`src/eeprom_ser_pkg.sv`:
```
package eeprom_ser_pkg;

    // one bus step for the bit engine
    typedef enum logic [1:0] {
        STEP_START = 2'd0, // start or repeated start
        STEP_STOP  = 2'd1,
        STEP_WRITE = 2'd2, // byte out, ack sampled
        STEP_READ  = 2'd3  // byte in, ack_out sent
    } step_op_t;

    typedef struct packed {
        step_op_t   op;
        logic [7:0] data;
        logic       ack_out; // level sent after a read byte, 1 = nack
    } ser_cmd_t;

    typedef struct packed {
        logic [7:0] data;
        logic       ack_in; // 0 = slave acknowledged
    } ser_rsp_t;

    // operation handed from registers to sequencer
    typedef struct packed {
        logic        is_read;
        logic [10:0] addr;
        logic [7:0]  data;
    } eeprom_op_t;

    // fixed upper nibble of the control byte
    localparam logic [3:0] DEVICE_CODE = 4'b1010;

endpackage

```
`src/eeprom_apb_pkg.sv`:
```
package eeprom_apb_pkg;

    // APB request as seen by the slave
    typedef struct packed {
        logic        psel;
        logic        penable;
        logic        pwrite;
        logic [7:0]  paddr;
        logic [31:0] pwdata;
    } apb_req_t;

    typedef struct packed {
        logic [31:0] prdata;
        logic        pready;
        logic        pslverr;
    } apb_rsp_t;

    // register map, byte offsets
    localparam logic [7:0] REG_ADDR   = 8'h00; // 11-bit eeprom address
    localparam logic [7:0] REG_WDATA  = 8'h04; // byte to write
    localparam logic [7:0] REG_CTRL   = 8'h08; // bit0 write, bit1 read
    localparam logic [7:0] REG_STATUS = 8'h0C; // bit0 busy, bit1 done, bit2 nack
    localparam logic [7:0] REG_RDATA  = 8'h10; // last byte read

    // status bit positions
    localparam int STAT_BUSY = 0;
    localparam int STAT_DONE = 1;
    localparam int STAT_NACK = 2;

endpackage
```
`src/eeprom_ctrl_top.sv`:
```
`timescale 1ns/1ns
module eeprom_ctrl_top
#(
    parameter int CLK_DIV = 4 // clk cycles per scl half period
)
(
    input  logic                     CLK,
    input  logic                     RESET,
    input  eeprom_apb_pkg::apb_req_t apb_req,
    output eeprom_apb_pkg::apb_rsp_t apb_rsp,
    output logic                     scl,
    output logic                     sda_oe, // 1 pulls sda low
    input  logic                     sda_in
);

    logic                       op_valid;
    eeprom_ser_pkg::eeprom_op_t op;
    logic                       op_busy;
    logic                       op_done;
    logic [7:0]                 rd_byte;
    logic                       nack;
    logic                       cmd_valid;
    eeprom_ser_pkg::ser_cmd_t   cmd;
    logic                       cmd_ready;
    logic                       rsp_valid;
    eeprom_ser_pkg::ser_rsp_t   rsp;

    eeprom_apb_regs i_eeprom_apb_regs
    (
        .CLK      (CLK),
        .RESET    (RESET),
        .apb_req  (apb_req),
        .apb_rsp  (apb_rsp),
        .op_valid (op_valid),
        .op       (op),
        .op_busy  (op_busy),
        .op_done  (op_done),
        .rd_byte  (rd_byte),
        .nack     (nack)
    );

    eeprom_seq i_eeprom_seq
    (
        .CLK       (CLK),
        .RESET     (RESET),
        .op_valid  (op_valid),
        .op        (op),
        .op_busy   (op_busy),
        .op_done   (op_done),
        .rd_byte   (rd_byte),
        .nack      (nack),
        .cmd_valid (cmd_valid),
        .cmd       (cmd),
        .cmd_ready (cmd_ready),
        .rsp_valid (rsp_valid),
        .rsp       (rsp)
    );

    eeprom_bit_engine #(.CLK_DIV(CLK_DIV)) i_eeprom_bit_engine
    (
        .CLK       (CLK),
        .RESET     (RESET),
        .cmd_valid (cmd_valid),
        .cmd       (cmd),
        .cmd_ready (cmd_ready),
        .rsp_valid (rsp_valid),
        .rsp       (rsp),
        .scl       (scl),
        .sda_oe    (sda_oe),
        .sda_in    (sda_in)
    );

endmodule

```
`src/eeprom_bit_engine.sv`:
```
`timescale 1ns/1ns
module eeprom_bit_engine
#(
    parameter int CLK_DIV = 4
)
(
    input  logic                     CLK,
    input  logic                     RESET,
    input  logic                     cmd_valid,
    input  eeprom_ser_pkg::ser_cmd_t cmd,
    output logic                     cmd_ready,
    output logic                     rsp_valid,
    output eeprom_ser_pkg::ser_rsp_t rsp,
    output logic                     scl,
    output logic                     sda_oe,
    input  logic                     sda_in
);

    localparam int            CW   = $clog2(CLK_DIV);
    localparam logic [CW-1:0] LAST = CW'(CLK_DIV - 1);
    localparam logic [CW-1:0] MID  = CW'(CLK_DIV / 2);

    typedef enum logic [1:0] {
        E_IDLE,
        E_START,
        E_STOP,
        E_BYTE
    } eng_state_t;

    eng_state_t    state;
    logic [CW-1:0] cnt;     // cycles within a half period
    logic          half;    // 0 = scl low half, 1 = scl high half
    logic [3:0]    bit_cnt; // 0..7 data, 8 ack
    logic [7:0]    shift;
    logic [7:0]    rx;
    logic          ack_in;
    logic          is_read;
    logic          ack_out;

    logic tick;
    logic set_pt;
    logic smp_pt;
    logic last_bit;
    logic low_oe;

    assign tick      = (cnt == LAST);
    assign set_pt    = ~half & (cnt == '0); // sda moves one cycle after scl falls
    assign smp_pt    = half & (cnt == MID);
    assign last_bit  = (state != E_BYTE) | (bit_cnt == 4'd8);
    assign cmd_ready = (state == E_IDLE);
    assign rsp       = '{data: rx, ack_in: ack_in};

    // sda drive for the low half of the current bit
    always_comb
    begin
        case (state)
            E_STOP: low_oe = 1'b1; // hold low so the stop edge is a rise
            E_BYTE:
                if (bit_cnt == 4'd8)
                    low_oe = is_read & ~ack_out;
                else
                    low_oe = ~is_read & ~shift[7];
            default: low_oe = 1'b0;
        endcase
    end

    always_ff @(posedge CLK)
    begin
        if (RESET)
        begin
            state     <= E_IDLE;
            scl       <= 1'b1;
            sda_oe    <= 1'b0;
            rsp_valid <= 1'b0;
            cnt       <= '0;
            half      <= 1'b0;
            bit_cnt   <= 4'd0;
        end
        else
        begin
            rsp_valid <= 1'b0;
            if (state == E_IDLE)
            begin
                if (cmd_valid)
                begin
                    cnt     <= '0;
                    half    <= 1'b0;
                    bit_cnt <= 4'd0;
                    scl     <= 1'b0; // every step opens with a low half
                    case (cmd.op)
                        eeprom_ser_pkg::STEP_START: state <= E_START;
                        eeprom_ser_pkg::STEP_STOP:  state <= E_STOP;
                        default:                    state <= E_BYTE;
                    endcase
                end
            end
            else
            begin
                cnt <= tick ? '0 : cnt + 1'b1;
                if (set_pt)
                    sda_oe <= low_oe;
                if (smp_pt && state != E_BYTE)
                    sda_oe <= (state == E_START); // start pulls sda, stop releases it
                if (tick)
                begin
                    if (!half)
                    begin
                        half <= 1'b1;
                        scl  <= 1'b1;
                    end
                    else if (last_bit)
                    begin
                        state     <= E_IDLE; // scl left high
                        rsp_valid <= 1'b1;
                    end
                    else
                    begin
                        half    <= 1'b0;
                        scl     <= 1'b0;
                        bit_cnt <= bit_cnt + 4'd1;
                    end
                end
            end
        end
    end

    // data path
    always_ff @(posedge CLK)
    begin
        if (state == E_IDLE && cmd_valid)
        begin
            shift   <= cmd.data;
            is_read <= (cmd.op == eeprom_ser_pkg::STEP_READ);
            ack_out <= cmd.ack_out;
        end
        else if (state == E_BYTE)
        begin
            if (set_pt && bit_cnt != 4'd8)
                shift <= shift << 1; // msb first
            if (smp_pt)
            begin
                if (bit_cnt == 4'd8)
                    ack_in <= sda_in;
                else
                    rx <= {rx[6:0], sda_in};
            end
        end
    end

endmodule

```
`src/eeprom_seq.sv`:
```
`timescale 1ns/1ns
module eeprom_seq
(
    input  logic                       CLK,
    input  logic                       RESET,
    input  logic                       op_valid,
    input  eeprom_ser_pkg::eeprom_op_t op,
    output logic                       op_busy,
    output logic                       op_done,
    output logic [7:0]                 rd_byte,
    output logic                       nack,
    output logic                       cmd_valid,
    output eeprom_ser_pkg::ser_cmd_t   cmd,
    input  logic                       cmd_ready,
    input  logic                       rsp_valid,
    input  eeprom_ser_pkg::ser_rsp_t   rsp
);

    typedef enum logic [3:0] {
        S_IDLE,
        S_START,
        S_CTRL_W,
        S_ADDR,
        S_DATA_W,
        S_RESTART,
        S_CTRL_R,
        S_DATA_R,
        S_STOP,
        S_DONE
    } seq_state_t;

    seq_state_t                 state;
    seq_state_t                 next_byte;
    logic                       issued; // step handed to engine, waiting for rsp
    eeprom_ser_pkg::eeprom_op_t op_q;
    logic [7:0]                 rd_q;
    logic                       nack_q;

    assign op_busy   = (state != S_IDLE);
    assign op_done   = (state == S_DONE);
    assign rd_byte   = rd_q;
    assign nack      = nack_q;
    assign cmd_valid = op_busy & ~op_done & ~issued;

    always_comb
    begin
        cmd.op      = eeprom_ser_pkg::STEP_WRITE;
        cmd.data    = 8'd0;
        cmd.ack_out = 1'b0;
        case (state)
            S_START, S_RESTART: cmd.op = eeprom_ser_pkg::STEP_START;
            S_CTRL_W: cmd.data = {eeprom_ser_pkg::DEVICE_CODE, op_q.addr[10:8], 1'b0};
            S_ADDR:   cmd.data = op_q.addr[7:0];
            S_DATA_W: cmd.data = op_q.data;
            S_CTRL_R: cmd.data = {eeprom_ser_pkg::DEVICE_CODE, op_q.addr[10:8], 1'b1};
            S_DATA_R:
            begin
                cmd.op      = eeprom_ser_pkg::STEP_READ;
                cmd.ack_out = 1'b1; // single byte, answer with nack
            end
            S_STOP:   cmd.op = eeprom_ser_pkg::STEP_STOP;
            default:  ;
        endcase
    end

    // successor of each byte-out step when acknowledged
    always_comb
    begin
        case (state)
            S_CTRL_W: next_byte = S_ADDR;
            S_ADDR:   next_byte = op_q.is_read ? S_RESTART : S_DATA_W;
            S_CTRL_R: next_byte = S_DATA_R;
            default:  next_byte = S_STOP;
        endcase
    end

    always_ff @(posedge CLK)
    begin
        if (state == S_IDLE && op_valid)
            op_q <= op;
    end

    always_ff @(posedge CLK)
    begin
        if (RESET)
        begin
            state  <= S_IDLE;
            issued <= 1'b0;
            nack_q <= 1'b0;
            rd_q   <= 8'd0;
        end
        else
        begin
            if (cmd_valid && cmd_ready)
                issued <= 1'b1;
            if (rsp_valid)
                issued <= 1'b0;
            case (state)
                S_IDLE:
                    if (op_valid)
                    begin
                        nack_q <= 1'b0;
                        state  <= S_START;
                    end
                S_START:   if (rsp_valid) state <= S_CTRL_W;
                S_RESTART: if (rsp_valid) state <= S_CTRL_R;
                S_CTRL_W, S_ADDR, S_DATA_W, S_CTRL_R:
                    if (rsp_valid)
                    begin
                        if (rsp.ack_in)
                        begin
                            nack_q <= 1'b1; // no ack, abort with stop
                            state  <= S_STOP;
                        end
                        else
                            state <= next_byte;
                    end
                S_DATA_R:
                    if (rsp_valid)
                    begin
                        rd_q  <= rsp.data;
                        state <= S_STOP;
                    end
                S_STOP:    if (rsp_valid) state <= S_DONE;
                default:   state <= S_IDLE; // S_DONE lasts one cycle
            endcase
        end
    end

endmodule

```
`src/eeprom_apb_regs.sv`:
```
`timescale 1ns/1ns
module eeprom_apb_regs
(
    input  logic                      CLK,
    input  logic                      RESET,
    input  eeprom_apb_pkg::apb_req_t  apb_req,
    output eeprom_apb_pkg::apb_rsp_t  apb_rsp,
    output logic                      op_valid,
    output eeprom_ser_pkg::eeprom_op_t op,
    input  logic                      op_busy,
    input  logic                      op_done,
    input  logic [7:0]                rd_byte,
    input  logic                      nack
);

    logic [10:0] addr_q;
    logic [7:0]  wdata_q;
    logic [7:0]  rdata_q;
    logic        done_q;
    logic        nack_q;

    logic access;
    logic wr;
    logic mapped;
    logic ctrl_wr;

    assign access  = apb_req.psel & apb_req.penable; // access phase only
    assign wr      = access & apb_req.pwrite;
    assign mapped  = apb_req.paddr inside {eeprom_apb_pkg::REG_ADDR, eeprom_apb_pkg::REG_WDATA,
                                           eeprom_apb_pkg::REG_CTRL, eeprom_apb_pkg::REG_STATUS,
                                           eeprom_apb_pkg::REG_RDATA};
    assign ctrl_wr = wr & (apb_req.paddr == eeprom_apb_pkg::REG_CTRL);

    // start only when idle and a start bit is set
    assign op_valid = ctrl_wr & ~op_busy & (apb_req.pwdata[1:0] != 2'b00);

    always_comb
    begin
        op.is_read = ~apb_req.pwdata[0]; // write wins if both bits set
        op.addr    = addr_q;
        op.data    = wdata_q;
    end

    always_comb
    begin
        apb_rsp         = '0;
        apb_rsp.pready  = 1'b1;
        apb_rsp.pslverr = access & (~mapped | (ctrl_wr & op_busy));
        case (apb_req.paddr)
            eeprom_apb_pkg::REG_ADDR:   apb_rsp.prdata = {21'd0, addr_q};
            eeprom_apb_pkg::REG_WDATA:  apb_rsp.prdata = {24'd0, wdata_q};
            eeprom_apb_pkg::REG_STATUS:
            begin
                apb_rsp.prdata[eeprom_apb_pkg::STAT_BUSY] = op_busy;
                apb_rsp.prdata[eeprom_apb_pkg::STAT_DONE] = done_q;
                apb_rsp.prdata[eeprom_apb_pkg::STAT_NACK] = nack_q;
            end
            eeprom_apb_pkg::REG_RDATA:  apb_rsp.prdata = {24'd0, rdata_q};
            default:                    apb_rsp.prdata = '0; // ctrl is write-only
        endcase
    end

    // address and data registers, writable any time
    always_ff @(posedge CLK)
    begin
        if (wr && apb_req.paddr == eeprom_apb_pkg::REG_ADDR)
            addr_q <= apb_req.pwdata[10:0];
        if (wr && apb_req.paddr == eeprom_apb_pkg::REG_WDATA)
            wdata_q <= apb_req.pwdata[7:0];
    end

    // sticky flags and read data
    always_ff @(posedge CLK)
    begin
        if (RESET)
        begin
            done_q  <= 1'b0;
            nack_q  <= 1'b0;
            rdata_q <= 8'd0;
        end
        else if (op_valid)
        begin
            done_q <= 1'b0;
            nack_q <= 1'b0;
        end
        else if (op_done)
        begin
            done_q  <= 1'b1;
            nack_q  <= nack;
            rdata_q <= rd_byte;
        end
    end

endmodule

```
`config.mk`:
```
export PLATFORM = sky130hd
export DESIGN_NAME = eeprom_ctrl_top
export DESIGN_NICKNAME = d
export VERILOG_FILES = /design/src/eeprom_ser_pkg.sv /design/src/eeprom_apb_pkg.sv /design/src/eeprom_ctrl_top.sv /design/src/eeprom_bit_engine.sv /design/src/eeprom_seq.sv /design/src/eeprom_apb_regs.sv
export SDC_FILE = /design/constraint.sdc
export NUM_CORES = 1
export LEC_CHECK = 0
export ABC_CLOCK_PERIOD_IN_PS = 3390
export BUFFER_PORTS_ARGS = -buffer_cell sky130_fd_sc_hd__clkbuf_2
export CORE_MARGIN = 2
export CORE_UTILIZATION = 55
export DETAILED_ROUTE_END_ITERATION = 10
export PLACE_DENSITY_LB_ADDON = 0.25
export SKIP_LAST_GASP = 1
export SYNTH_ARGS = -nofsm -noshare
export SYNTH_HDL_FRONTEND = slang
export SYNTH_SLANG_ARGS = --single-unit
```
`constraint.sdc`:
```
create_clock -name CLK -period 3.39 [get_ports CLK]
set_input_delay 0 -clock CLK [delete_from_list [all_inputs] [get_ports CLK]]
set_output_delay 0 -clock CLK [all_outputs]
set_load 0.03 [all_outputs]
```
# Word-level counts from Yosys, hierarchy flattened
# Cells that the tools add are included.
# totals
reg_bits,94
latchBits,0
ram_bits,0
rom_bits,0
inputBits,46
out_inout_bits,36
wordCells,175
mem_count,0
# classes
add_sub_neg,2
multipliers,0
n_div,0
magnitude_cmp,0
n_eq_ne,33
shifts,0
mux,49
n_bitwise,29
n_reduce_logical,38
# op_table
cell,n
2-to-1 mux 4 bit,12
case mux 8 bit (4 select lines),1
2-to-1 mux 8 bit,3
case mux 4 bit (6 select lines),1
case mux 8 bit (3 select lines),1
AND reduction 4 bit,5
2-to-1 mux 1 bit,17
"== test 4 x 3 -> 1 bit, second input constant",4
"== test 8 x 4 -> 1 bit, second input constant",2
2-to-1 mux 2 bit,8
"inequality test 2 x 1 -> 1 bit, second input constant",8
nonzero test 2 bit,8
NOT 1 bit,14
bitwise AND 1 bit,13
"== test 4 bit, second input constant",3
case mux 3 bit (4 select lines),1
case mux 4 bit (3 select lines),1
"== test 2 bit, second input constant",5
AND reduction 2 bit,5
"== test 4 x 2 -> 1 bit, second input constant",2
"== test 8 x 3 -> 1 bit, second input constant",1
"== test 8 x 5 -> 1 bit, second input constant",1
logical NOT 8 bit,1
OR reduction 4 bit,2
other kinds (19),32

# Longest topological paths before layout
# Gate-level depths: netlist of the first run.
# logic_depth
ltp_word,7
depth_mapped,7
ltp_nobuf,7

# Hierarchy
# A second synthesis of the first run with hierarchy kept.
# hier_totals
cells_unflattened,400
area_unflattened_um2,4495.6
# by_module_without_submodules
mod,instances,cells_each,area_per_inst_um2,seq_area_each_um2
eeprom_seq,1,137,1609.0,880.8
eeprom_apb_regs,1,130,1502.7,770.7
eeprom_bit_engine,1,133,1383.8,810.8

# Worst setup path after synthesis of the first run
# Ideal clock, no wire load.
# synth_path
path_kind,reg-to-reg
startpoint,register i_eeprom_seq.state[0]
endpoint,"register i_eeprom_seq.op_q[0] in the netlist's numbering, enable pin"
setup_ns,0.416
arrival_time_ns,2.186
t_required_ns,2.974
setup_slack_ns,0.789
stages_incl_launch_ff,4
path_buffers,1
period_less_slack_ns,2.601
path_cell_list,dfxtp_1 -> buf_2 -> or3_1 -> nor4_2
# synth_between
elab_chain_cells,5
elab_cells_between_ends,6
cone_classes,bitwise (3); reduce/logical (3)
# synth_rtl
item,line,source
from (decl),eeprom_seq.sv:32,seq_state_t state;
from (signal assigned),eeprom_seq.sv:116,state <= next_byte;
nonzero test 4 bit,eeprom_seq.sv:39,assign op_busy = (state != S_IDLE);
NOT 1 bit,eeprom_apb_regs.sv:35,assign op_valid = ctrl_wr & ~op_busy & (apb_req.pwdata[1:0] != 2'b00);
bitwise AND 1 bit (2 in a row),eeprom_apb_regs.sv:35,
logical AND 1 bit *,eeprom_seq.sv:79,if (state == S_IDLE && op_valid)
to (signal assigned),eeprom_seq.sv:80,op_q <= op;
to (decl),eeprom_seq.sv:35,eeprom_ser_pkg::eeprom_op_t op_q;
# Every way passes the cells marked *; elsewhere a longest branch is shown, timed or not.
# A chain may end at the register's enable or synchronous reset.

# Final worst setup path of the first run
# layout_path
startpoint,register i_eeprom_seq.state[3]
endpoint,"register i_eeprom_bit_engine.shift[3], enable pin"
# layout_between
elab_chain_cells,7
elab_cells_between_ends,9
cone_classes,eq/ne (1); bitwise (3); reduce/logical (5)
# layout_rtl
item,line,source
== test 4 bit,eeprom_seq.sv:40,assign op_done = (state == S_DONE);
NOT 1 bit,eeprom_seq.sv:43,assign cmd_valid = op_busy & ~op_done & ~issued;
bitwise AND 1 bit * (2 in a row),eeprom_seq.sv:43,
logical AND 1 bit *,eeprom_bit_engine.sv:130,if (state == E_IDLE && cmd_valid)
nonzero test 2 bit (no line),-,
AND reduction 2 bit (no line) *,-,
to (signal assigned),eeprom_bit_engine.sv:132,shift <= cmd.data;
to (signal assigned),eeprom_bit_engine.sv:139,shift <= shift << 1;
to (decl),eeprom_bit_engine.sv:34,logic [7:0] shift;
# Marks and branches as above.

==> metrics list, run 1 <==
- Design area: 0.004613 mm²
- Leakage: 1.663 nW
- Leaving out fill and tap cells, the most frequent cell in the layout is edfxtp_1.
- The number of gates resized after CTS was 0.
* Category of the worst setup path launch point: register
- The number of global-route vias before repair came to 2,660.
- Class of the worst hold path: in -> reg
- For this configuration, the core starts out at a cell density of 0.5660.
- For this run, the top clock speed supported by timing is 422.9 MHz.
- The first detailed-routing pass took 4 iterations.
- For this design, the sink count on the clock tree is 93.
- The synthesized design contains 57 enable-type register cells.
* Detailed-placement wirelength estimate: 5.540 mm
* Setup repair after global routing missed its margin: no
* Largest cells by area after synthesis: edfxtp_1 (42%), dfxtp_1 (18%), buf_4 (4.2%)
* Horiz. Die Dim: 90.40 µm
- For this run, the number of Yosys warnings is 0.
- Initial detailed-routing violation count: 167
* Count of buffers added by post-CTS timing repair for setup: 0
* Final-layout setup total negative slack: 0 ps
* Critical path class: reg -> reg
- Area Overhead vs Synth: 12.37%
- Of the cells placed in the final design, the portion with a size suffix greater than 1 is 0.1585.
- The later pin in the worst-skew pair is clocked with a latency of 350 ps.
- In this run, synthesis produced a sequential element count of 93.
* Core Footprint: 0.007253 mm²
- IR Drop Worst-Case VDD: 279.9 µV
- Combined global-route utilization of all metal layers: 0.2006
* Final antenna diode count: 0
- The final-report max-slew violation count was 0.
- Crit end category: register
* Primary FF master, synth: edfxtp_1
- Total power for the finished layout comes to 2.597 mW.
* Gate family responsible for the most delay along the worst path: compound AO/OA/AOI/OAI gates
* Post-Route WL: 7.845 mm
- During I/O placement, the number of pins put on the boundary was 82.
- STA puts the critical path data arrival time at 2390 ps.
- Setup violations remaining at the end of the flow were counted as 0.
- Maximum fanout count along the critical path: 20
- Clock root buffer: clkbuf_8
* Highest-count cells in the layout ignoring fill and taps: edfxtp_1 (57), nand2_1 (38), clkbuf_2 (38)
- Counting every instance in the synthesized netlist gives 379.
* Final Hold Vio Count: 0
- Worst Max-Slew Pin Slew: 1170 ps
- Clock-pin slew was measured on the worst setup and hold paths at 90 ps.
- Number of violations of the max-capacitance limit: 0
* Final worst path period need: 2365 ps
- In the final design database the tool counted 475 nets.
- Of the post-synthesis cell area, the dominant cell type holds 0.4169.
- Maximum number of buffers from clock root to sink: 2
* Cell variety after synth: 51
- Antenna violations before repair: 0
- Clock tree from TritonCTS: yes
- Fraction of registers with async set or reset after synthesis: 0
* # port buffers: 38
- Count of nets left with antenna violations after detail routing: 0
* Depth of the CTS H-tree: 3
- Summing all placed instances gives a cell area of 0.004295 mm².
- Total power density per cell area: 562.9 mW/mm²
- Period Utilization, post-route: 0.6975
- Reg area: 0.002432 mm²
* Die H: 90.40 µm
* Worst Skew: 5.267 ps
* Number of filler instances in the final layout: 605
- The first global-routing pass estimated 12.86 mm of wire.
* Worst path required time: 3420 ps
- Cts bufs inserted: 9
* Standard-cell rows: 31
- Proportion of synthesized chip area in sequential cells: 0.5925
- Multi-input combinational cell area: 0.001485 mm²
- The critical path goes through xnor2_1 > a211o_1 > inv_2 > a41o_1.
- Crit-path max cell delay: 820 ps
- In this run the cell area of the synthesized design comes to 0.004105 mm².
- Hold repair after CTS inserted 12 buffers.
* Yosys top cell by area: edfxtp_1
* Global-route congestion overflow total: 0
* Worst slew slack as a fraction of its limit: 0.2143
* Detailed-route wire length per cell: 14.86 µm
- Number of buffers and inverters on the critical path: 1
- Final routed DRC violation total: 0
- Among all stages on the critical path, the largest delay is contributed by dfxtp_1.
- Routability-driven placement finished with a final weighted congestion of 0.8344.
- Result of the run: completed
- Entering global routing, the biggest net connects 39 pins.
- Floorplan die area: 0.008171 mm²
* Synthesized area per cell: 10.83 µm²
- Post-detailed-route via-to-cell ratio: 5.432
- Via count of the routed design: 2,868
## final timing paths
check                               from                            to  slack (ps)  cells after the start
max                i_eeprom_seq.state[3]  i_eeprom_bit_engine.shift[3]        1030                      4
min                          apb_req[34]      i_eeprom_apb_regs.nack_q         230                      4
max reg2reg        i_eeprom_seq.state[3]  i_eeprom_bit_engine.shift[3]        1030                      4
min reg2reg  i_eeprom_apb_regs.addr_q[9]         i_eeprom_seq.op_q[17]         450                      0
## kinds of logic after synthesis
family                     share of synthesized area
muxes                                        0.03048
xor gates and xnor gates                    0.008536
and+or+nand+nor                               0.1685
other                                       0.001829
adders and majority gates                    0.01524
DFF                                           0.5925
buffers and inverters                        0.06736
AOI/OAI and AO/OA                             0.1155
## power by group
group | internal [mW] | total (mW) | switching (mW)
Clock | 0.345 | 0.731 | 0.386
Sequential | 1.31 | 1.39 | 0.0822
Combinational | 0.158 | 0.478 | 0.320
Total | 1.81 | 2.60 | 0.789
## synthesized netlist by cell type (3+ instances only)
cell type / count
mux2i_1: 11
a211oi_1: 3
or3_1: 4
o21ai_0: 16
clkbuf_1: 11
buf_4: 23
nor3_1: 16
nand3_1: 15
nor3b_1: 3
ha_1: 5
edfxtp_1: 57
nand2b_1: 4
buf_1: 3
nor2b_1: 5
a22oi_1: 9
a21oi_1: 30
and2_1: 4
inv_1: 10
a31oi_1: 4
nor2_1: 31
dfxtp_1: 36
nand2_1: 38
## worst reg2reg max path, stage by stage, from the launching register on
cell     delay (ps)
dfxtp_1         820
xnor2_1         180
a211o_1         490
inv_2           220
a41o_1          340
## per-stage QoR
stage | util | std cells | hold WS, ps | setup WS [ps]
after floorplan | - | 399 | 98.87 | 788.5
after global placement | 0.5922 | 500 | 178.0 | 1073
after detailed placement | 0.5922 | 500 | 179.2 | 1016
after CTS | 0.6360 | 528 | 209.2 | 993.2
after global routing | 0.6360 | 528 | 263.7 | 811.9
final | 0.6360 | 528 | 228.9 | 1025
## final cells by class
| class | count | area share |
|---|---|---|
| repair buffers | 53 | 0.07215 |
| well taps | 99 | 0.02685 |
| inverters | 11 | 0.008950 |
| clock inverters | 7 | 0.01600 |
| clock buffers | 9 | 0.02685 |
| flip-flops and latches | 93 | 0.5273 |
| multi-input cells | 256 | 0.3219 |
## registers in the layout, summed over array words and instances, names as in the netlist, 2 cells and up
signal / cells
i_eeprom_seq.state: 4
i_eeprom_bit_engine.bit_cnt: 4
i_eeprom_seq.op_q: 20
i_eeprom_bit_engine.state: 2
i_eeprom_apb_regs.wdata_q: 8
i_eeprom_seq.rd_byte: 8
i_eeprom_bit_engine.rx: 8
i_eeprom_apb_regs.rdata_q: 8
i_eeprom_bit_engine.shift: 8
i_eeprom_bit_engine.cnt: 2
i_eeprom_apb_regs.addr_q: 11
## per-layer routing
layer | vias to the layer above | routed length [µm] | GRT usage
met5 | - | 0 | 0
met1 | 1357 | 3581 | 0.2732
met3 | 13 | 403 | 0.05008
met4 | 0 | 118 | 0.07308
met2 | 78 | 3741 | 0.3133
li1 | 1420 | - | -
No activity file was read; power rests on OpenSTA's default activity.
==> run 2: changes to the inputs <==
--- a/config.mk
+++ b/config.mk
@@ -5,7 +5,8 @@
 export SDC_FILE = /design/constraint.sdc
 export NUM_CORES = 1
 export LEC_CHECK = 0
-export ABC_CLOCK_PERIOD_IN_PS = 3390
+export ABC_AREA = 1
+export ABC_CLOCK_PERIOD_IN_PS = 2400
 export BUFFER_PORTS_ARGS = -buffer_cell sky130_fd_sc_hd__clkbuf_2
 export CORE_MARGIN = 2
 export CORE_UTILIZATION = 55
==> constraint.sdc (replaced) <==
create_clock -name CLK -period 2.4 [get_ports CLK]
set_input_delay 0 -clock CLK [delete_from_list [all_inputs] [get_ports CLK]]
set_output_delay 0 -clock CLK [all_outputs]
set_load 0.03 [all_outputs]
==> metrics list, run 2 <==
- Result of the run: completed
- The switching share of total power was 0.2940 (-0.009737).
- The total internal power was 2.749 mW (+52%).
- Critical path class: reg -> reg
- The width of the die is 91.35 µm (+1.1%).
- The core footprint is 0.007331 mm² (+1.1%).
- Number of flops mapped to enable cells by yosys: 57 (unchanged)
- Clock root buffer: clkbuf_8
- Worst hold start: RESET
- Count of nets left with antenna violations after detail routing: 0 (unchanged)
- Pins Over Slew Limit: 0 (unchanged)
* Fraction of power consumed by the clock network: 0.323 (+0.042)
* Final worst path period need: 1929 ps (-436.0 ps)
* CP max stage cell: o21ai_1
- Leakage: 1.893 nW (+14%)
* Setup ws final: 471.4 ps (-554.0 ps)
- Most flop-heavy register: i_eeprom_seq.op_q
- Nets: 538 (+13%)
- Gate family responsible for the most delay along the worst path: compound AO/OA/AOI/OAI gates
- The register clock-pin slew on the reported worst setup and hold paths was 100 ps (about the same).
- Gate count of the mapped netlist: 431 (+14%)
- Period Utilization, post-route: 0.8036 (+0.1061)
- The pin count of the biggest net entering global routing was 21 (-46%).
- The global placer's final weighted congestion came to 0.9108 (+9.2%).
* Category of the worst setup path launch point: register
* Total power density per cell area: 815.0 mW/mm² (+45%)
- The number of global-route vias before repair was 2,971 (+12%).
- Depth of the most critical reg-to-reg path: 5 (+1)
- The critical path starts at i_eeprom_bit_engine.bit_cnt[0].
- The data required time at the worst endpoint is 2380 ps (-1040 ps).
- The average size of a mapped cell came to 9.737 µm² (-10%).
* Via count of the routed design: 3,074 (+7.2%)
- STA classifies the critical path endpoint as a register.
* Detailed-placement wirelength estimate: 5.800 mm (+4.7%)
- The worst register-to-register path ends at i_eeprom_bit_engine.shift[4].
- The hold violation count in the final report is 0 (unchanged).
- The total I/O pin count was 82 (unchanged).
- The deepest level of the CTS H-tree was 3 (unchanged).
- TritonCTS built the clock tree.
* Yosys top cell by area: edfxtp_1
* Antenna violations before repair: 0 (unchanged)
- Number of violations of the max-capacitance limit: 0 (unchanged)
- First-pass GRT wire length: 13.59 mm (+5.6%)
- Leaving out fill and tap cells, the most frequent cell in the layout is nand2_1.
* Worst Max-Slew Pin Slew: 712.7 ps (-456.9 ps)
- Combinational cell fraction of total power: 0.197 (+0.013)
- Cell variety after synth: 37 (-27%)
- Internal reg-to-reg setup slack: 470 ps (-550 ps)
* IR Drop Worst-Case VDD: 462.9 µV (+65%)
- Post-Route WL: 8.128 mm (+3.6%)
- Min-Delay Endpoint: i_eeprom_seq.state[2]
* Detailed-route wire length per cell: 13.75 µm (-7.4%)
- The number of buffers between clock root and the deepest sink is 2 (unchanged).
- Worst slew slack as a fraction of its limit: 0.5217 (+0.3074)
* Syn. warnings: 0 (unchanged)
* Count of final setup violators: 0 (unchanged)
- Combined global-route utilization of all metal layers: 0.2062 (+0.005542)
* Non-filler cells in the finished layout: 591 (+12%)
* Proportion of synthesized chip area in sequential cells: 0.5796 (-0.01290)
- The netlist area before placement is 0.004197 mm² (+2.2%).
- The number of buffer cells added on primary ports was 38 (unchanged).
- Pre-Repair DR Iteration Count: 4 (unchanged)
- The sequential standard cell area was 0.002432 mm² (unchanged).
- Ranked by total cell area, the synthesized netlist is headed by edfxtp_1 (41%), dfxtp_1 (17%), nand2_1 (7.6%).
- Most frequently used cell type in the post-synthesis netlist: nand2_1
- Die H: 91.35 µm (+1.1%)
- Sequential group share of total power: 0.480 (-0.055)
* Cell total after placement: 563 (+13%)
- The number of sinks handled by clock tree synthesis came to 93 (unchanged).
- Initial detailed-routing violation count: 195 (+17%)
* Final routed DRC violation total: 0 (unchanged)
- After synthesis, the most frequently instantiated cells are nand2_1 (85), edfxtp_1 (57), inv_1 (37).
- The top cell type's share of synthesized area was 0.4079 (-0.009075).
- Among all flip-flop cells after synthesis, the most frequent one is edfxtp_1.
* Number of filler instances in the final layout: 546 (-9.8%)
- Number of flip-flops in the largest register: 20 (unchanged)
- The largest stage delay on the critical path came to 600 ps (-220 ps).
- Multi-input combinational cell area: 0.001454 mm² (-2.1%)
* Cell-by-cell trace of the critical path: inv_1 > ha_1 > nand3_1 > nand2_1 > o21ai_1
* Register bit total from synthesis: 93 (unchanged)
* Final antenna diode count: 0 (unchanged)
- Number of buffers and inverters on the critical path: 1 (unchanged)
- Floorplan die area: 0.008345 mm² (+2.1%)
- Cts bufs inserted: 9 (unchanged)
- Standard-cell rows: 31 (unchanged)
- Worst r2r src: i_eeprom_bit_engine.bit_cnt[0]
* Global-route congestion overflow total: 0 (unchanged)
- The largest registers in the layout are i_eeprom_seq.op_q (20), i_eeprom_apb_regs.addr_q (11).
* Maximum fanout count along the critical path: 8 (-60%)
- The worst setup slack after placement was 148.6 ps (-867.2 ps).
* Final-layout setup total negative slack: 0 ps (unchanged)
- Post-detailed-route via-to-cell ratio: 5.201 (-4.2%)
* Area Overhead vs Synth: 13.83%
- Setup repair after global routing left no endpoint under its margin.
* Fraction of registers with async set or reset after synthesis: 0 (unchanged)
- The utilization after layout was 0.6516 (+0.01563).
- The depth of the worst hold-timing path was 2 (-2).
- Leaving out fill and tap cells, the most frequent cells in the layout are nand2_1 (85), edfxtp_1 (57), clkbuf_2 (38).
- Top achievable clock speed: 518.5 MHz (+23%)
* Initial standard-cell utilization of the core: 0.5725 (+0.006470)
- Insertion delay of the later-clocked pin in the worst-skew pair: 360 ps (about the same)
- The net switching power is 1.145 mW (+45%).
* Fraction of final layout cells with drive strength greater than 1: 0.1931 (+0.03458)
- Worst Skew: 15.97 ps (+10.71 ps)
- Class of the worst hold path: in -> reg
- Worst endpoint data arrival time: 1910 ps (-480 ps)
## run 2: cell types whose count changed after synthesis, moves of 9 or more
cell / before / now
inv_1: 10 / 37
nor3_1: 16 / 2
a22oi_1: 9 / 0
mux2i_1: 11 / 0
nand2_1: 38 / 85
nand3_1: 15 / 30
## run 2: per-stage QoR
stage | hold slack, ps | power, mW | area [µm²]
finish | 57.49 | 3.893 | 4777
global placement | 178.0 | 2.638 | 4413
CTS | 52.52 | 3.911 | 4777
floorplan | 98.87 | 2.521 | 4272
detailed placement | 178.9 | 2.658 | 4413
global route | 67.11 | 4.072 | 4777
## run 2: per-layer routing
| metal | global-route usage | share of wire | vias up |
|---|---|---|---|
| met3 | 0.04564 | 0.055 | 15 |
| met2 | 0.3395 | 0.47 | 112 |
| li1 | - | - | 1528 |
| met4 | 0.06818 | 0.021 | 0 |
| met5 | 0 | 0 | - |
| met1 | 0.2716 | 0.45 | 1419 |
## run 2: timing repair
| item | 4_1_cts | 5_1_grt |
|---|---|---|
| buffers inserted | 0 | 0 |
| gates resized for setup | 0 | 1 |
| endpoints found under the hold margin | 22 | 0 |
| endpoints found under the setup margin | 0 | 8 |
| hold buffers | 12 | 0 |
## run 2: cells by family (layout without fill, tap and decap cells)
| logic type | Yosys count | after routing | synth area share |
|---|---|---|---|
| AND/OR/NAND/NOR | 184 | 184 | 0.2090 |
| flip-flops | 93 | 93 | 0.5796 |
| buffers and inverters | 75 | 116 | 0.09183 |
| AO/OA/AOI/OAI | 71 | 71 | 0.1008 |
| adder cells (fa/ha/maj) | 5 | 5 | 0.01491 |
| other | 2 | 22 | 0.001790 |
| XOR/XNOR | 1 | 1 | 0.002087 |
## run 2: area by class of cell
cell class | instances | area share
clock buffers | 9 | 0.02593
clock inverters | 7 | 0.02514
inverters | 44 | 0.03510
multi-input cells | 283 | 0.3043
flip-flops and latches | 93 | 0.5092
well taps | 99 | 0.02593
repair buffers | 56 | 0.07438
## run 2: power by group through the flow
stage	clock [mW]	sequential [mW]	combinational, mW
floorplan	0	1.92	0.603
global placement	0	1.90	0.735
detailed placement	0	1.91	0.752
CTS	1.27	1.87	0.768
global route	1.33	1.88	0.857
finish	1.26	1.87	0.768
## run 2: worst max-delay path by stage
stage / cells past startpoint / to
floorplan: 5 / i_eeprom_bit_engine.shift[0]
global placement: 5 / i_eeprom_bit_engine.shift[1]
detailed placement: 5 / i_eeprom_bit_engine.shift[1]
CTS: 5 / i_eeprom_bit_engine.shift[4]
global route: 5 / i_eeprom_bit_engine.shift[4]
finish: 5 / i_eeprom_bit_engine.shift[4]
